--- src/verilog/issue_pkg.sv ---
package issue_pkg;

    ////////////////////////////////////////////////////////////////////////////
    // Widths and sizes
    localparam int XLEN        = 32;   // Data and pc width
    localparam int REG_AW      = 5;    // 32 architectural registers
    localparam int ALU_OP_W    = 4;
    localparam int QUEUE_DEPTH = 8;
    localparam int QUEUE_AW    = 3;    // log2 of QUEUE_DEPTH

    ////////////////////////////////////////////////////////////////////////////
    // Instruction class, decides the execute lane
    typedef enum logic [1:0] {
        INST_ALU = 2'd0,               // Either lane
        INST_BR  = 2'd1,               // Either lane
        INST_MUL = 2'd2,               // Lane B only
        INST_DIV = 2'd3                // Lane B only
    } inst_type_t;

    // Decoded packet held in the issue queue, 118 bits
    typedef struct packed {
        logic [XLEN-1:0]     pc;
        logic [XLEN-1:0]     pc_pre;     // Predicted next pc
        inst_type_t          inst_type;
        logic [REG_AW-1:0]   rj;         // Source 1
        logic [REG_AW-1:0]   rk;         // Source 2
        logic [REG_AW-1:0]   rd;
        logic                rf_we;
        logic [XLEN-1:0]     imm;
        logic [ALU_OP_W-1:0] alu_op;
    } issue_inst_t;

endpackage

--- src/verilog/issue_queue.sv ---
`timescale 1ns/1ps

module issue_queue
    import issue_pkg::*;
(
    input  logic        clk,
    input  logic        rstn,
    input  logic        i_flush,
    input  logic [1:0]  i_push_valid,    // Bit 0 is the older packet
    input  issue_inst_t i_push_inst0,
    input  issue_inst_t i_push_inst1,
    input  logic        i_pop,
    output logic        o_push_ready,
    output logic [1:0]  o_head_valid,
    output issue_inst_t o_head_inst0,
    output issue_inst_t o_head_inst1
);

    issue_inst_t         mem [QUEUE_DEPTH];
    logic [QUEUE_AW-1:0] wr_ptr;
    logic [QUEUE_AW-1:0] rd_ptr;
    logic [QUEUE_AW:0]   count;
    logic [1:0]          push_cnt;
    logic [1:0]          pop_cnt;
    logic                raw_dep;
    logic                pair_ok;

    assign o_push_ready = count <= (QUEUE_AW+1)'(QUEUE_DEPTH - 2);   // Room for a full pair
    assign push_cnt     = {1'b0, i_push_valid[0]} + {1'b0, i_push_valid[1]};
    assign pop_cnt      = i_pop ? {1'b0, o_head_valid[0]} + {1'b0, o_head_valid[1]} : 2'd0;

    assign o_head_inst0 = mem[rd_ptr];
    assign o_head_inst1 = mem[rd_ptr + QUEUE_AW'(1)];

    ////////////////////////////////////////////////////////////////////////////
    // Pairing rule for the two oldest entries
    assign raw_dep = o_head_inst0.rf_we &&
                     ((o_head_inst1.rj == o_head_inst0.rd) ||
                      (o_head_inst1.rk == o_head_inst0.rd));

    // At least one of the pair must be able to sit in lane A
    assign pair_ok = ((o_head_inst0.inst_type == INST_ALU) ||
                      (o_head_inst1.inst_type == INST_ALU)) && !raw_dep;

    assign o_head_valid[0] = count != '0;
    assign o_head_valid[1] = (count >= (QUEUE_AW+1)'(2)) && pair_ok;

    ////////////////////////////////////////////////////////////////////////////
    // Storage and pointers
    always_ff @(posedge clk) begin
        if (i_push_valid[0]) begin
            mem[wr_ptr] <= i_push_inst0;
        end
        if (i_push_valid[1]) begin
            mem[wr_ptr + QUEUE_AW'(i_push_valid[0])] <= i_push_inst1;   // Packs after inst0
        end
    end

    always_ff @(posedge clk) begin
        if (!rstn || i_flush) begin
            wr_ptr <= '0;
            rd_ptr <= '0;
            count  <= '0;
        end else begin
            wr_ptr <= wr_ptr + QUEUE_AW'(push_cnt);
            rd_ptr <= rd_ptr + QUEUE_AW'(pop_cnt);
            count  <= count + (QUEUE_AW+1)'(push_cnt) - (QUEUE_AW+1)'(pop_cnt);
        end
    end

    a_push_when_ready: assert property (
        @(posedge clk) disable iff (!rstn)
        (|i_push_valid) |-> o_push_ready
    ) else $error("issue queue push while not ready");

    a_count_bound: assert property (
        @(posedge clk) disable iff (!rstn)
        count <= (QUEUE_AW+1)'(QUEUE_DEPTH)
    ) else $error("issue queue count overflow");

endmodule

--- config.mk ---
export PLATFORM = sky130hd
export DESIGN_NAME = issue_queue
export DESIGN_NICKNAME = d
export VERILOG_FILES = /design/src/verilog/issue_pkg.sv /design/src/verilog/issue_queue.sv
export SDC_FILE = /design/constraint.sdc
export NUM_CORES = 2
export LEC_CHECK = 0
export BUFFER_PORTS_ARGS = -buffer_cell sky130_fd_sc_hd__buf_2
export CORE_ASPECT_RATIO = 1.4
export CORE_UTILIZATION = 50
export CTS_BUF_LIST = sky130_fd_sc_hd__clkbuf_16
export DETAILED_ROUTE_END_ITERATION = 12
export PLACE_DENSITY = 0.69
export SLEW_MARGIN = 20
export SYNTH_ARGS = -nofsm -noshare
export SYNTH_HDL_FRONTEND = slang
export SYNTH_SLANG_ARGS = --single-unit
export TNS_END_PERCENT = 20
--- constraint.sdc ---
create_clock -name clk -period 25.3 [get_ports clk]
set_clock_uncertainty 0.1 [all_clocks]
set_input_delay 2.53 -clock clk [delete_from_list [all_inputs] [get_ports clk]]
set_output_delay 2.53 -clock clk [all_outputs]
set_load 0.02 [all_outputs]
==> parameters.txt <==
Parameter                              Value

Critical path
  Cell depth of the worst flop-to-flop path    17
  Critical Path End Type    output pin
  Critical path launch point type    register
  CP required    22.67 ns
  Critical setup path kind    register to output pin
  Highest fanout seen on the critical path    64
  Worst EP arrival    5.12 ns
  Setup slack of the worst register-to-register path    18.87 ns
  Critical register-to-register path startpoint    rd_ptr[0]$_SDFF_PP0_
  R2r endpoint    count[3]$_SDFF_PP0_

Final layout
  Layout net count    3664
  Ratio of cells with drive above 1 in the final layout    66.9%
  Fill cells    8495
  Multi-input gate area    25300 µm²
  Reg area    28600 µm²
  Area Growth Syn to Fin    12.7%

Global routing
  Wire length of the first global-routing pass    231000 µm
  Via count of the first global-routing pass    34.7k
  Antenna violations before repair    58
  Residual overflow from global routing    0
  Pin count of the biggest net entering global routing    125
  Gr usage total    28.6%

Placement
  Detailed-placement wirelength estimate    88500 µm
  Port buffer count    480
  Pre-CTS worst setup slack    18.25 ns
  Routability congestion estimate    0.831

Timing
  Minimum period implied by the final worst setup slack    7.75 ns
  Setup Viol. Count Final    0
  Final-report max-slew violation count    0
  Setup repair after global routing missed its margin    false
  Worst-case headroom to the max-slew limit    25.5%
  Post-route fraction of the period consumed by the critical path    30.6%
  Setup slack after layout    17.55 ns
  Slew of the pin with the lowest slew margin    1.12 ns
  Final hold violation count    0
  Worst hold slack after final layout    0.531 ns
  Setup tns final    0 ns
  Maximum frequency from static timing analysis    0.129 GHz

Synthesis
  Post-synth EDFFs    944
  Most used flip-flop cell after synthesis    edfxtp_1
  Register area share after synthesis    52.0%
  Library cell with the largest summed area after synthesis    edfxtp_1
  Ys async rst share    0%
  Area fraction of the dominant cell type after synthesis    51.6%
  Net Count, Synth    3281
  Average size of a mapped cell    18.2 µm²
  Distinct cell type count of the synthesized netlist    45
  Synthesized cell area    54900 µm²
  Mapped Cells    3022
  Yosys warns    0
  Number of flip-flops and latches in the synthesized netlist    954
  Top cells by area, synth    edfxtp_1 52%, mux2_2 24%, mux4_2 19%

Pwr
  Static power due to leakage    20.1 nW
  Worst ir drop on vdd    0.0000613 V
  Power density over cell area    80.6 nW/µm²

Clock tree
  # hold bufs at CTS    0
  Clock slew at the register clock pins of the worst setup and hold paths    0.06 ns
  Clock tree from TritonCTS    yes
  Clk Latency, worst-skew pair    0.69 ns
  H-tree levels    3
  Post-CTS setup repair buffer count    0
  # clock sinks    954
  Root buffer cell    clkbuf_16
  Deepest clock path buffer count    3
  Num CTS Buffers    97
  Number of resized instances in the post-cts repair step    0

Detailed routing
  DRC marker count from the first detailed-route iteration    2823
  Via Count    32.7k
  Average via count per standard cell    6.58
  Remaining antenna violation count after routing    0
  Post-route DRC    0
  Detailed Route WL    159000 µm
  Number of iterations in the first detailed-routing pass    5
  Per-cell routed wire length    32.1 µm

Floorplanning
  Row count    143
  Initial core utilization    50.5%
  Die width    282 µm
  Area inside the core boundary    109000 µm²
  Die extent in y    394 µm
  Ports placed on the boundary    481
  Die Footprint    111000 µm²

Run status
  Status    complete, no violations

Job
  Max cap viols    0

Min path
  Hold Path Sink    count[0]$_SDFF_PP0_
  Number of cells on the worst hold path    2
  Hold path startpoint    count[0]$_SDFF_PP0_
  Hold Crit Class    register to register
==> synthesized netlist by cell type, types with 2 or more instances <==
library cell	number
buf_6	6
xnor2_1	16
o221ai_1	4
mux2i_2	2
nand3_1	2
inv_1	13
nand4_1	4
o211ai_1	2
dfxtp_1	10
o22ai_1	7
mux4_2	460
a22oi_1	3
fa_1	4
mux2_2	1180
nor3_1	6
ha_1	13
a21oi_1	5
mux2_4	5
clkbuf_1	100
a221oi_1	2
o22a_1	2
mux2i_4	3
nor2b_1	2
edfxtp_1	944
or2_2	4
mux4_1	6
nand2_1	10
and2_1	6
mux2i_1	15
buf_1	9
o21ai_0	8
nor2_1	8
a21o_1	3
buf_2	126
o21bai_1	2
xor2_1	16
nand2b_1	6
==> worst max-delay path by stage <==
| stage | start | to | depth (start not counted) |
|---|---|---|---|
| global placement | rd_ptr[0]$_SDFF_PP0_ | o_head_valid[1] | 9 |
| finish | rd_ptr[0]$_SDFF_PP0_ | o_head_valid[1] | 9 |
| CTS | rd_ptr[0]$_SDFF_PP0_ | o_head_valid[1] | 9 |
| global route | rd_ptr[0]$_SDFF_PP0_ | o_head_valid[1] | 9 |
| detailed placement | rd_ptr[0]$_SDFF_PP0_ | o_head_valid[1] | 9 |
| floorplan | i_push_valid[0] | mem[2][0]$_DFFE_PP_ | 2 |
==> critical path, stage by stage, from the launching register on <==
cell and delay [ns]:
dfxtp_4 0.68, buf_4 0.73, buf_4 0.95, mux4_1 0.75
xor2_1 0.23, a41oi_1 0.14, nor4_1 0.26, o211ai_1 0.16
and4_1 0.29, buf_2 0.18
==> flip-flops by register name (all words and copies together), names as in the netlist <==
name    count
count       4
mem       944
rd_ptr      3
wr_ptr      3
==> layout by cell type (no fill, tap or decap), drive strengths merged, types with 2 or more instances in the layout <==
master,instances
a21o,3
a21oi,5
a221oi,2
a22oi,3
and2,7
buf,526
bufinv,11
clkbuf,103
clkinv,35
clkinvlp,5
dfxtp,10
diode,28
edfxtp,944
fa,4
ha,13
inv,36
mux2,1185
mux2i,20
mux4,466
nand2,10
nand2b,6
nand3,2
nand4,4
nor2,8
nor2b,2
nor3,6
o211ai,2
o21ai,9
o21bai,2
o221ai,4
o22a,2
o22ai,7
or2,4
xnor2,16
xor2,16
==> cell families (layout without fill, tap and decap cells) <==
family	count (synthesis)	in the layout	synth area share [%]
xor gates and xnor gates	32	32	0.510
buffers and inverters	255	716	2.14
other	0	28	0
muxes	1671	1671	43.9
AOI/OAI and AO/OA	42	42	0.531
and+or+nand+nor	51	51	0.485
DFF	954	954	52.0
adders and majority gates	17	17	0.442
==> metal layers <==
| layer | up-vias | track usage (%) | wire (µm) |
|---|---|---|---|
| met5 | - | 0 | 344 |
| met4 | 54 | 12.2 | 6230 |
| met3 | 326 | 6.29 | 12800 |
| met2 | 1391 | 47.7 | 79700 |
| met1 | 17400 | 35.8 | 60100 |
| li1 | 13500 | - | - |
==> metrics by stage <==
step	utilization (%)	power [mW]	cell area, µm²	std cells
after floorplan	-	3.06	54900	3022
after global placement	53.9	3.54	58700	4756
after detailed placement	53.9	3.56	58700	4756
after CTS	56.8	5.02	61800	4933
after global routing	56.9	5.16	61900	4951
final	56.9	4.99	61900	4961
==> area by class of cell <==
type                    count  share of cell area, %
inverters                  13                 0.0788
flip-flops and latches    954                   46.1
multi-input cells        1813                   40.9
well taps                1450                   2.93
clock buffers             103                   4.16
repair buffers            526                   4.66
diodes                     28                  0.113
clock inverters            74                  0.992
==> power by group <==
group / total [mW] / leakage (nW) / switching, mW / internal, mW
Sequential: 1.86 / 8.74 / 0.0389 / 1.83
Combinational: 1.67 / 9.73 / 0.905 / 0.760
Clock: 1.46 / 1.63 / 0.619 / 0.842
Total: 4.99 / 20.1 / 1.56 / 3.43
Note: power is estimated with default switching activity, not from simulation.
