## src/verilog/issue_pkg.sv

```systemverilog
package issue_pkg;

    ////////////////////////////////////////////////////////////////////////////
    // Widths and sizes
    localparam int XLEN        = 32;   // Data and pc width
    localparam int REG_AW      = 5;    // 32 architectural registers
    localparam int ALU_OP_W    = 4;
    localparam int QUEUE_DEPTH = 8;
    localparam int QUEUE_AW    = 3;    // log2 of QUEUE_DEPTH

    ////////////////////////////////////////////////////////////////////////////
    // Instruction class, decides the execute lane
    typedef enum logic [1:0] {
        INST_ALU = 2'd0,               // Either lane
        INST_BR  = 2'd1,               // Either lane
        INST_MUL = 2'd2,               // Lane B only
        INST_DIV = 2'd3                // Lane B only
    } inst_type_t;

    // Decoded packet held in the issue queue, 118 bits
    typedef struct packed {
        logic [XLEN-1:0]     pc;
        logic [XLEN-1:0]     pc_pre;     // Predicted next pc
        inst_type_t          inst_type;
        logic [REG_AW-1:0]   rj;         // Source 1
        logic [REG_AW-1:0]   rk;         // Source 2
        logic [REG_AW-1:0]   rd;
        logic                rf_we;
        logic [XLEN-1:0]     imm;
        logic [ALU_OP_W-1:0] alu_op;
    } issue_inst_t;

endpackage

```

## src/verilog/issue_exe.sv

```systemverilog
`timescale 1ns/1ps

module issue_exe
    import issue_pkg::*;
(
    input  logic                clk,
    input  logic                rstn,
    input  logic                i_stall,
    input  logic                i_flush,
    input  logic [1:0]          i_head_valid,
    input  issue_inst_t         i_head_inst0,
    input  issue_inst_t         i_head_inst1,
    input  logic [XLEN-1:0]     i_rdata_a1,     // Sources of head inst0
    input  logic [XLEN-1:0]     i_rdata_a2,
    input  logic [XLEN-1:0]     i_rdata_b1,     // Sources of head inst1
    input  logic [XLEN-1:0]     i_rdata_b2,
    output logic                o_pop,
    output logic                o_ex_valid_a,   o_ex_valid_b,
    output logic [XLEN-1:0]     o_ex_pc_a,      o_ex_pc_b,
    output logic [XLEN-1:0]     o_ex_src1_a,    o_ex_src1_b,
    output logic [XLEN-1:0]     o_ex_src2_a,    o_ex_src2_b,
    output logic [XLEN-1:0]     o_ex_imm_a,     o_ex_imm_b,
    output logic [ALU_OP_W-1:0] o_ex_alu_op_a,  o_ex_alu_op_b,
    output logic [REG_AW-1:0]   o_ex_rd_a,      o_ex_rd_b,
    output logic                o_ex_rf_we_a,   o_ex_rf_we_b,
    output logic                o_ex_br_pd_a,   o_ex_br_pd_b,
    output logic [XLEN-1:0]     o_ex_pc_pre_a,  o_ex_pc_pre_b,
    output logic                o_ex_mul_en,
    output logic                o_ex_div_en
);

    logic            swap;
    logic            vld_a;
    logic            vld_b;
    issue_inst_t     inst_a;
    issue_inst_t     inst_b;
    logic [XLEN-1:0] src1_a, src2_a;
    logic [XLEN-1:0] src1_b, src2_b;

    assign o_pop = ~i_stall;
    assign swap  = (i_head_inst0.inst_type != INST_ALU) && (i_head_inst0.inst_type != INST_BR);

    ////////////////////////////////////////////////////////////////////////////
    // Lane steering
    always_comb begin
        if (swap) begin                              // Older mul/div goes to lane B
            vld_a  = i_head_valid[1];
            vld_b  = i_head_valid[0];
            inst_a = i_head_inst1;
            inst_b = i_head_inst0;
            src1_a = i_rdata_b1;
            src2_a = i_rdata_b2;
            src1_b = i_rdata_a1;
            src2_b = i_rdata_a2;
        end else begin
            vld_a  = i_head_valid[0];
            vld_b  = i_head_valid[1];
            inst_a = i_head_inst0;
            inst_b = i_head_inst1;
            src1_a = i_rdata_a1;
            src2_a = i_rdata_a2;
            src1_b = i_rdata_b1;
            src2_b = i_rdata_b2;
        end
    end

    ////////////////////////////////////////////////////////////////////////////
    // Execute registers
    always_ff @(posedge clk) begin
        if (!rstn || i_flush) begin
            o_ex_valid_a <= 1'b0;
            o_ex_valid_b <= 1'b0;
            o_ex_rf_we_a <= 1'b0;
            o_ex_rf_we_b <= 1'b0;
            o_ex_br_pd_a <= 1'b0;
            o_ex_br_pd_b <= 1'b0;
            o_ex_mul_en  <= 1'b0;
            o_ex_div_en  <= 1'b0;
        end else if (!i_stall) begin
            o_ex_valid_a <= vld_a;
            o_ex_valid_b <= vld_b;
            o_ex_rf_we_a <= vld_a & inst_a.rf_we;
            o_ex_rf_we_b <= vld_b & inst_b.rf_we;
            o_ex_br_pd_a <= vld_a & (inst_a.pc_pre != inst_a.pc + XLEN'(4));   // Predicted taken
            o_ex_br_pd_b <= vld_b & (inst_b.pc_pre != inst_b.pc + XLEN'(4));
            o_ex_mul_en  <= vld_b & (inst_b.inst_type == INST_MUL);
            o_ex_div_en  <= vld_b & (inst_b.inst_type == INST_DIV);
        end
    end

    always_ff @(posedge clk) begin
        if (!i_stall) begin
            o_ex_pc_a     <= inst_a.pc;
            o_ex_pc_b     <= inst_b.pc;
            o_ex_src1_a   <= src1_a;
            o_ex_src1_b   <= src1_b;
            o_ex_src2_a   <= src2_a;
            o_ex_src2_b   <= src2_b;
            o_ex_imm_a    <= inst_a.imm;
            o_ex_imm_b    <= inst_b.imm;
            o_ex_alu_op_a <= inst_a.alu_op;
            o_ex_alu_op_b <= inst_b.alu_op;
            o_ex_rd_a     <= inst_a.rd;
            o_ex_rd_b     <= inst_b.rd;
            o_ex_pc_pre_a <= inst_a.pc_pre;
            o_ex_pc_pre_b <= inst_b.pc_pre;
        end
    end

    // Holds only while the queue never pairs two non-ALU entries
    a_lane_a_simple: assert property (
        @(posedge clk) disable iff (!rstn)
        (vld_a && !i_stall && !i_flush) |-> !(inst_a.inst_type inside {INST_MUL, INST_DIV})
    ) else $error("mul/div steered into lane A");

endmodule

```

## config.mk

```make
export PLATFORM = sky130hd
export DESIGN_NAME = issue_exe
export DESIGN_NICKNAME = d
export VERILOG_FILES = /design/src/verilog/issue_pkg.sv /design/src/verilog/issue_exe.sv
export SDC_FILE = /design/constraint.sdc
export NUM_CORES = 1
export LEC_CHECK = 0
export ABC_AREA = 1
export BUFFER_PORTS_ARGS = -buffer_cell sky130_fd_sc_hd__buf_2
export CAP_MARGIN = 5
export CORE_AREA = 3 3 277 279
export DETAILED_ROUTE_END_ITERATION = 7
export DIE_AREA = 0 0 280 282
export SLEW_MARGIN = 20
export SYNTH_ARGS = -nofsm -noshare
export SYNTH_HDL_FRONTEND = slang
export SYNTH_SLANG_ARGS = --single-unit
```

## constraint.sdc

```tcl
create_clock -name clk -period 10.9 [get_ports clk]
set_input_delay 0.545 -clock clk [delete_from_list [all_inputs] [get_ports clk]]
set_output_delay 0.545 -clock clk [all_outputs]
set_load 0.005 [all_outputs]
```

==> results of run 1 <==
power by group through the flow:
stage | combinational [mW] | sequential (mW) | clock [mW]
floorplan | 0.250 | 1.69 | 0
global placement | 0.593 | 1.66 | 0
detailed placement | 0.594 | 1.66 | 0
CTS | 0.598 | 1.64 | 1.45
global route | 0.657 | 1.65 | 1.50
finish | 0.592 | 1.64 | 1.41
per-layer routing:
layer  GRT usage [%]  wire length (µm)  vias to the layer above
met5               0                45                        -
met4            5.71              2210                        6
met3            6.83              7890                      113
met2            28.0             33700                      765
met1            22.2             30400                     7657
li1                -                 -                     8085
stage by stage:
step / setup slack (ns) / power (mW)
3_5_place_dp: 6.42 / 2.26
5_1_grt: 6.53 / 3.81
6_report: 7.02 / 3.64
2_1_floorplan: 2.60 / 1.94
3_3_place_gp: 6.50 / 2.25
4_1_cts: 7.03 / 3.69
final timing paths:
path,from,to,slack [ns],cells after the start
min,i_rdata_a2[16],o_ex_src2_b[16],0.28,3
max,i_head_inst0[53],o_ex_br_pd_a,7.02,17
min reg2reg,o_ex_mul_en,o_ex_mul_en,0.46,2
max reg2reg,o_ex_rf_we_a,o_ex_rf_we_a,10.28,2
worst max-delay path, stage by stage:
cell,delay [ns]
buf_8,0.22
inv_8,0.43
buf_4,0.66
nand2_1,0.11
nand2_1,0.26
ha_1,0.23
nand3_1,0.14
nor2_1,0.34
nand2_1,0.16
nor2_1,0.21
nand2_1,0.10
nand3b_1,0.09
nand2_1,0.05
nor2_1,0.11
nand3_1,0.08
o21bai_1,0.32
a21oi_1,0.10
kinds of logic (layout without fill, tap and decap cells):
family	count (synthesis)	in the layout	synth area share [%]
flip-flops	346	346	57.6
AND/OR/NAND/NOR	999	999	23.0
adder cells (fa/ha/maj)	2	2	0.140
AO/OA/AOI/OAI	342	342	10.0
XOR/XNOR	30	30	1.47
other	0	11	0
buffers and inverters	333	1039	7.83
final cells by class:
cell class              instances  area, µm²
flip-flops and latches        346      10300
diodes                         11       27.5
clock buffers                  59       1160
inverters                     251        957
repair buffers                712       3610
well taps                     969       1210
fillers                      7831      50800
multi-input cells            1373       6190
clock inverters                17        206
layout by cell type (no fill, tap or decap), drive strengths merged:
cell,netlist,final
a21oi,9,9
and2,2,2
buf,42,712
bufinv,0,4
clkbuf,40,59
clkinv,4,16
clkinvlp,0,1
dfxtp,8,8
diode,0,11
edfxtp,338,338
ha,2,2
inv,247,247
nand2,780,780
nand3,59,59
nand3b,20,20
nand4,19,19
nor2,115,115
o2111ai,1,1
o211ai,1,1
o21a,1,1
o21ai,326,326
o21bai,4,4
or2,4,4
xnor2,18,18
xor2,12,12
==> reports/metrics.yaml, run 1 <==
drt-initial-drc-count: 1402
drive_above_1_share_pct: 30.4
synth_warnings: 0
grt_use_total_pct: 17.7
cts_tree: "built"
antenna_left: 0
drt_pre_antenna_iters: 5
post-route-period-util_pct: 35.6
antenna_found_initial: 19
synth-seq-cells: 346
end_kind: "register"
synth_commonest_cells: "nand2_1, edfxtp_1, o21ai_0"
vias: 16600
power.internal_mw: 2.65
drt_wl_total_mm: 74.3
placed_area_um2: 22300
cts_hold_repair.buffers: 0
period_needed_ns: 3.88
start_util_pct: 24.1
synth_top_area_share_pct: 56.7
swShare_pct: 27.1
cts.path.max_buffers: 3
ys_types: 33
syn-num-nets: 2424
power.density_nw_per_um2: 154
cts.htree.levels: 2
yosys.cell_count.top_type: "nand2_1"
post_cts_resized: 0
core_area_um2: 74400
drcViolationCount: 0
power.leakage_nw: 10.9
fin_area_um2: 23700
rows: 100
fin_worst_skew_ns: 0
yosys.area.top_type: "edfxtp_1"
ys_seq_area_share_pct: 57.6
dp.cells: 3651
grt_max_degree: 101
holdWs_ns: 0.284
maxCapViolations: 0
setup_viol: 0
syn_to_final_growth_pct: 32.2
worstSetupPathType: "in -> reg"
clk_pin_slew_ns: 0.06
root_buffer: "clkbuf_16"
p_sw_uw: 985
setup-tns-final_ns: 0
utilization_pct: 31.8
postSynthCellCount: 2052
grt_overflow: 0
final_hold_viol_count: 0
hold_path.class: "in -> reg"
cts_made_buffers: 42
clkPwrFrac_pct: 38.7
post-cts-setup-buffers: 0
seqPwrFrac_pct: 45.0
die_h_um: 282
place_congestion: 0.903
max_freq_mhz: 257
insertion_delay_ns: 0.55
avgSynthCellArea_um2: 8.73
vdd_drop_max_mv: 0.0895
synth_area_leaders: "edfxtp_1, nand2_1, o21ai_0"
drt-vias-per-instance: 4.45
worst_pin_slew_ns: 1.08
status: "complete, no violations"
syn_area_um2: 17900
max_slew_margin_pct: 28.2
io_buffers: 696
first_global_vias: 15000
boundaryPins: 717
clock_sinks: 346
path_max_fanout: 86
p_comb_share_pct: 16.3
die_x_um: 280
cp-start-kind: "primary input"
detail_route.wl_per_cell_um: 19.9
worstPathRequired_ns: 11.32
synth_edf_count: 338
maxSlewViolCount: 0
hpwl_mm: 58.7
nets: 3098
grt_pass1_wl_mm: 102
final_cells: 3738
synthArstFlopShare_pct: 0
synth_flop_cell: "edfxtp_1"
die-area_um2: 79000
arrival_ns: 4.31
rsz0062_at_grt: "false"
Power figures use the tool's default switching activity.
==> inputs of run 2 (changes only) <==
Settings changed: CORE_AREA 3 3 277 279 to 3 3 281 283, DIE_AREA 0 0 280 282 to 0 0 284 286.
Clock period 10.9 ns to 3.5 ns, I/O delays scaled along.
==> run 2 against run 1 <==
  * Highest routed layer unchanged
  * Worst setup slack worse by 6.5 ns
  * Sequential share of layout area down 6.2 points
  * Design area up 17%
  * Clock skew unchanged
  * Sequential power rose to 3.1 times the previous value
  * Die area up 2.9%
  * Largest cell class unchanged
  * Register-to-register slack worse by 7.9 ns
  * Cell count up 12%
  * First-iteration DRC count down 6.7%
==> reports/metrics.yaml, run 2 (synthesis gave the netlist of run 1 again) <==
grt_pass1_wl_mm: 117  # +15%
r2r-end: "o_ex_rf_we_b"
io_buffers: 696  # unchanged
final_common_cell: "nand2_1"
cts_tree: "built"
hold_path_end: "o_ex_src2_a[18]"
final_cells: 4194  # +12%
clock_sinks: 346  # unchanged
utilization_pct: 35.9  # +4.1 points
final_cell_mix: "nand2_1, buf_2, dlygate4sd3_1, edfxtp_1, o21ai_0"
r2r_slack_ns: 2.36  # -7.92 ns
p_sw_mw: 3.35  # +240%
grt_use_total_pct: 19.4  # +1.8 points
worstHoldStart: "i_rdata_b2[18]"
drt_pre_antenna_iters: 5  # unchanged
first_global_vias: 17800  # +19%
setup-tns-final_ns: 0  # unchanged
antenna_left: 0  # unchanged
cts.htree.levels: 2  # unchanged
maxSlewViolCount: 0  # unchanged
path_max_fanout: 99  # +15%
swShare_pct: 28.2  # +1.2 points
drt-vias-per-instance: 4.40  # -1.0%
fin_area_um2: 27600  # +17%
drcViolationCount: 0  # unchanged
dp.cells: 3743  # +2.5%
end_kind: "register"
period_needed_ns: 3.01
vias: 18500  # +11%
place_congestion: 0.903  # about the same
worstSetupPathType: "in -> reg"
detail_route.wl_per_cell_um: 19.7  # -0.74%
worst_pin_slew_ns: 1.11  # +0.0330 ns
hold_path.class: "in -> reg"
final_hold_viol_count: 0  # unchanged
arrival_ns: 3.54  # -0.77 ns
report.power.total_mw: 11.9  # +230%
drive_above_1_share_pct: 27.6  # -2.8 points
clkPwrFrac_pct: 37.5  # -1.2 points
max_slew_margin_pct: 25.2  # -3.0 points
seqPwrFrac_pct: 43.1  # -1.9 points
insertion_delay_ns: 0.56  # about the same
holdPathStages: 3  # unchanged
grt_overflow: 0  # unchanged
drt_wl_total_mm: 82.7  # +11%
status: "complete, no violations"
nets: 3481  # +12%
start_util_pct: 23.3  # -0.78 points
cts_hold_repair.buffers: 360  # +360
placed_area_um2: 22600  # +1.4%
rsz0062_at_grt: "false"
clk_pin_slew_ns: 0.06  # about the same
cp-start-kind: "primary input"
max_freq_mhz: 332
die_h_um: 286  # +1.4%
core_area_um2: 77000  # +3.4%
setup_viol: 0  # unchanged
p_comb_share_pct: 19.4  # +3.1 points
die_x_um: 284  # +1.4%
boundaryPins: 717  # unchanged
post_cts_resized: 0  # unchanged
power.leakage_nw: 12.6  # +15%
drt-initial-drc-count: 1308  # -6.7%
root_buffer: "clkbuf_16"
grt_max_degree: 150  # +49%
r2r-start: "o_ex_rf_we_b"
die-area_um2: 81200  # +2.9%
antenna_found_initial: 23  # +4
worstPathRequired_ns: 4.03  # -7.29 ns
post-route-period-util_pct: 85.9
hpwl_mm: 62.1  # +5.8%
vdd_drop_max_mv: 0.302  # +240%
cts_made_buffers: 44  # +4.8%
maxCapViolations: 0  # unchanged
cts.path.max_buffers: 3  # unchanged
fin_worst_skew_ns: 0  # unchanged
power.density_nw_per_um2: 429  # +180%
rows: 102  # +2.0%
ff2ff_path_depth: 3  # +1
syn_to_final_growth_pct: 54.3
power.internal_mw: 8.51  # +220%
post-cts-setup-buffers: 0  # unchanged
[run 2: changes by cell type in the layout (fill, tap and decap cells not counted), sizes merged]
cell / before / now
buf: 712 / 733
clkinvlp: 1 / 5
dlygate4sd3: 0 / 360
bufinv: 4 / 2
clkinv: 16 / 23
clkbuf: 59 / 53
inv: 247 / 248
[run 2: how the worst max path moves through the flow]
stage                     startpoint                to  slack [ns]  cells after the start
detailed placement  i_head_inst0[53]      o_ex_br_pd_a        0.45                     13
finish              i_head_inst0[53]      o_ex_rf_we_b        0.49                     12
floorplan                    i_stall  o_ex_alu_op_a[0]       -2.31                      2
CTS                 i_head_inst0[53]      o_ex_rf_we_b        0.49                     12
global placement    i_head_inst0[53]      o_ex_br_pd_a        0.44                     13
global route        i_head_inst0[53]      o_ex_rf_we_b        0.20                     12
[run 2: layer usage]
| layer | routed length [µm] | vias up | global-route usage (%) |
|---|---|---|---|
| li1 | - | 8842 | - |
| met1 | 32100 | 8565 | 23.1 |
| met2 | 38100 | 883 | 31.6 |
| met3 | 8600 | 163 | 7.10 |
| met4 | 3800 | 12 | 8.15 |
| met5 | 69 | - | 0 |
[run 2: layout make-up]
| class | instances | area (µm²) |
|---|---|---|
| clock buffer | 53 | 1150 |
| sequential | 346 | 10300 |
| inverter | 251 | 953 |
| tap | 1040 | 1300 |
| multi-input combinational | 1373 | 6190 |
| timing repair buffer | 1093 | 7450 |
| antenna | 11 | 27.5 |
| clock inverter | 27 | 241 |
| fill | 7716 | 49300 |
[run 2: power by group through the flow]
stage	registers, mW	logic [mW]	clock network, mW
after floorplan	5.26	0.780	0
after global placement	5.19	1.91	0
after detailed placement	5.19	1.92	0
after CTS	5.11	2.30	4.61
after global routing	5.15	2.52	4.75
final	5.12	2.30	4.45
[run 2: worst max-delay path: stages]
cell           delay (ns)
buf_8                0.21
inv_8                0.32
buf_4                0.24
buf_4                0.70
nand2_1              0.10
nand2_1              0.10
nand2_1              0.06
inv_1                0.18
o211ai_1             0.11
dlygate4sd3_1        0.57
a21oi_1              0.11
dlygate4sd3_1        0.56
[run 2: through the flow]
step | setup WS [ns] | hold slack [ns]
2_1_floorplan | -2.31 | 0.366
3_3_place_gp | 0.441 | 0.450
3_5_place_dp | 0.445 | 0.459
4_1_cts | 0.488 | 0.000681
5_1_grt | 0.197 | 0.0134
6_report | 0.492 | 0.0112
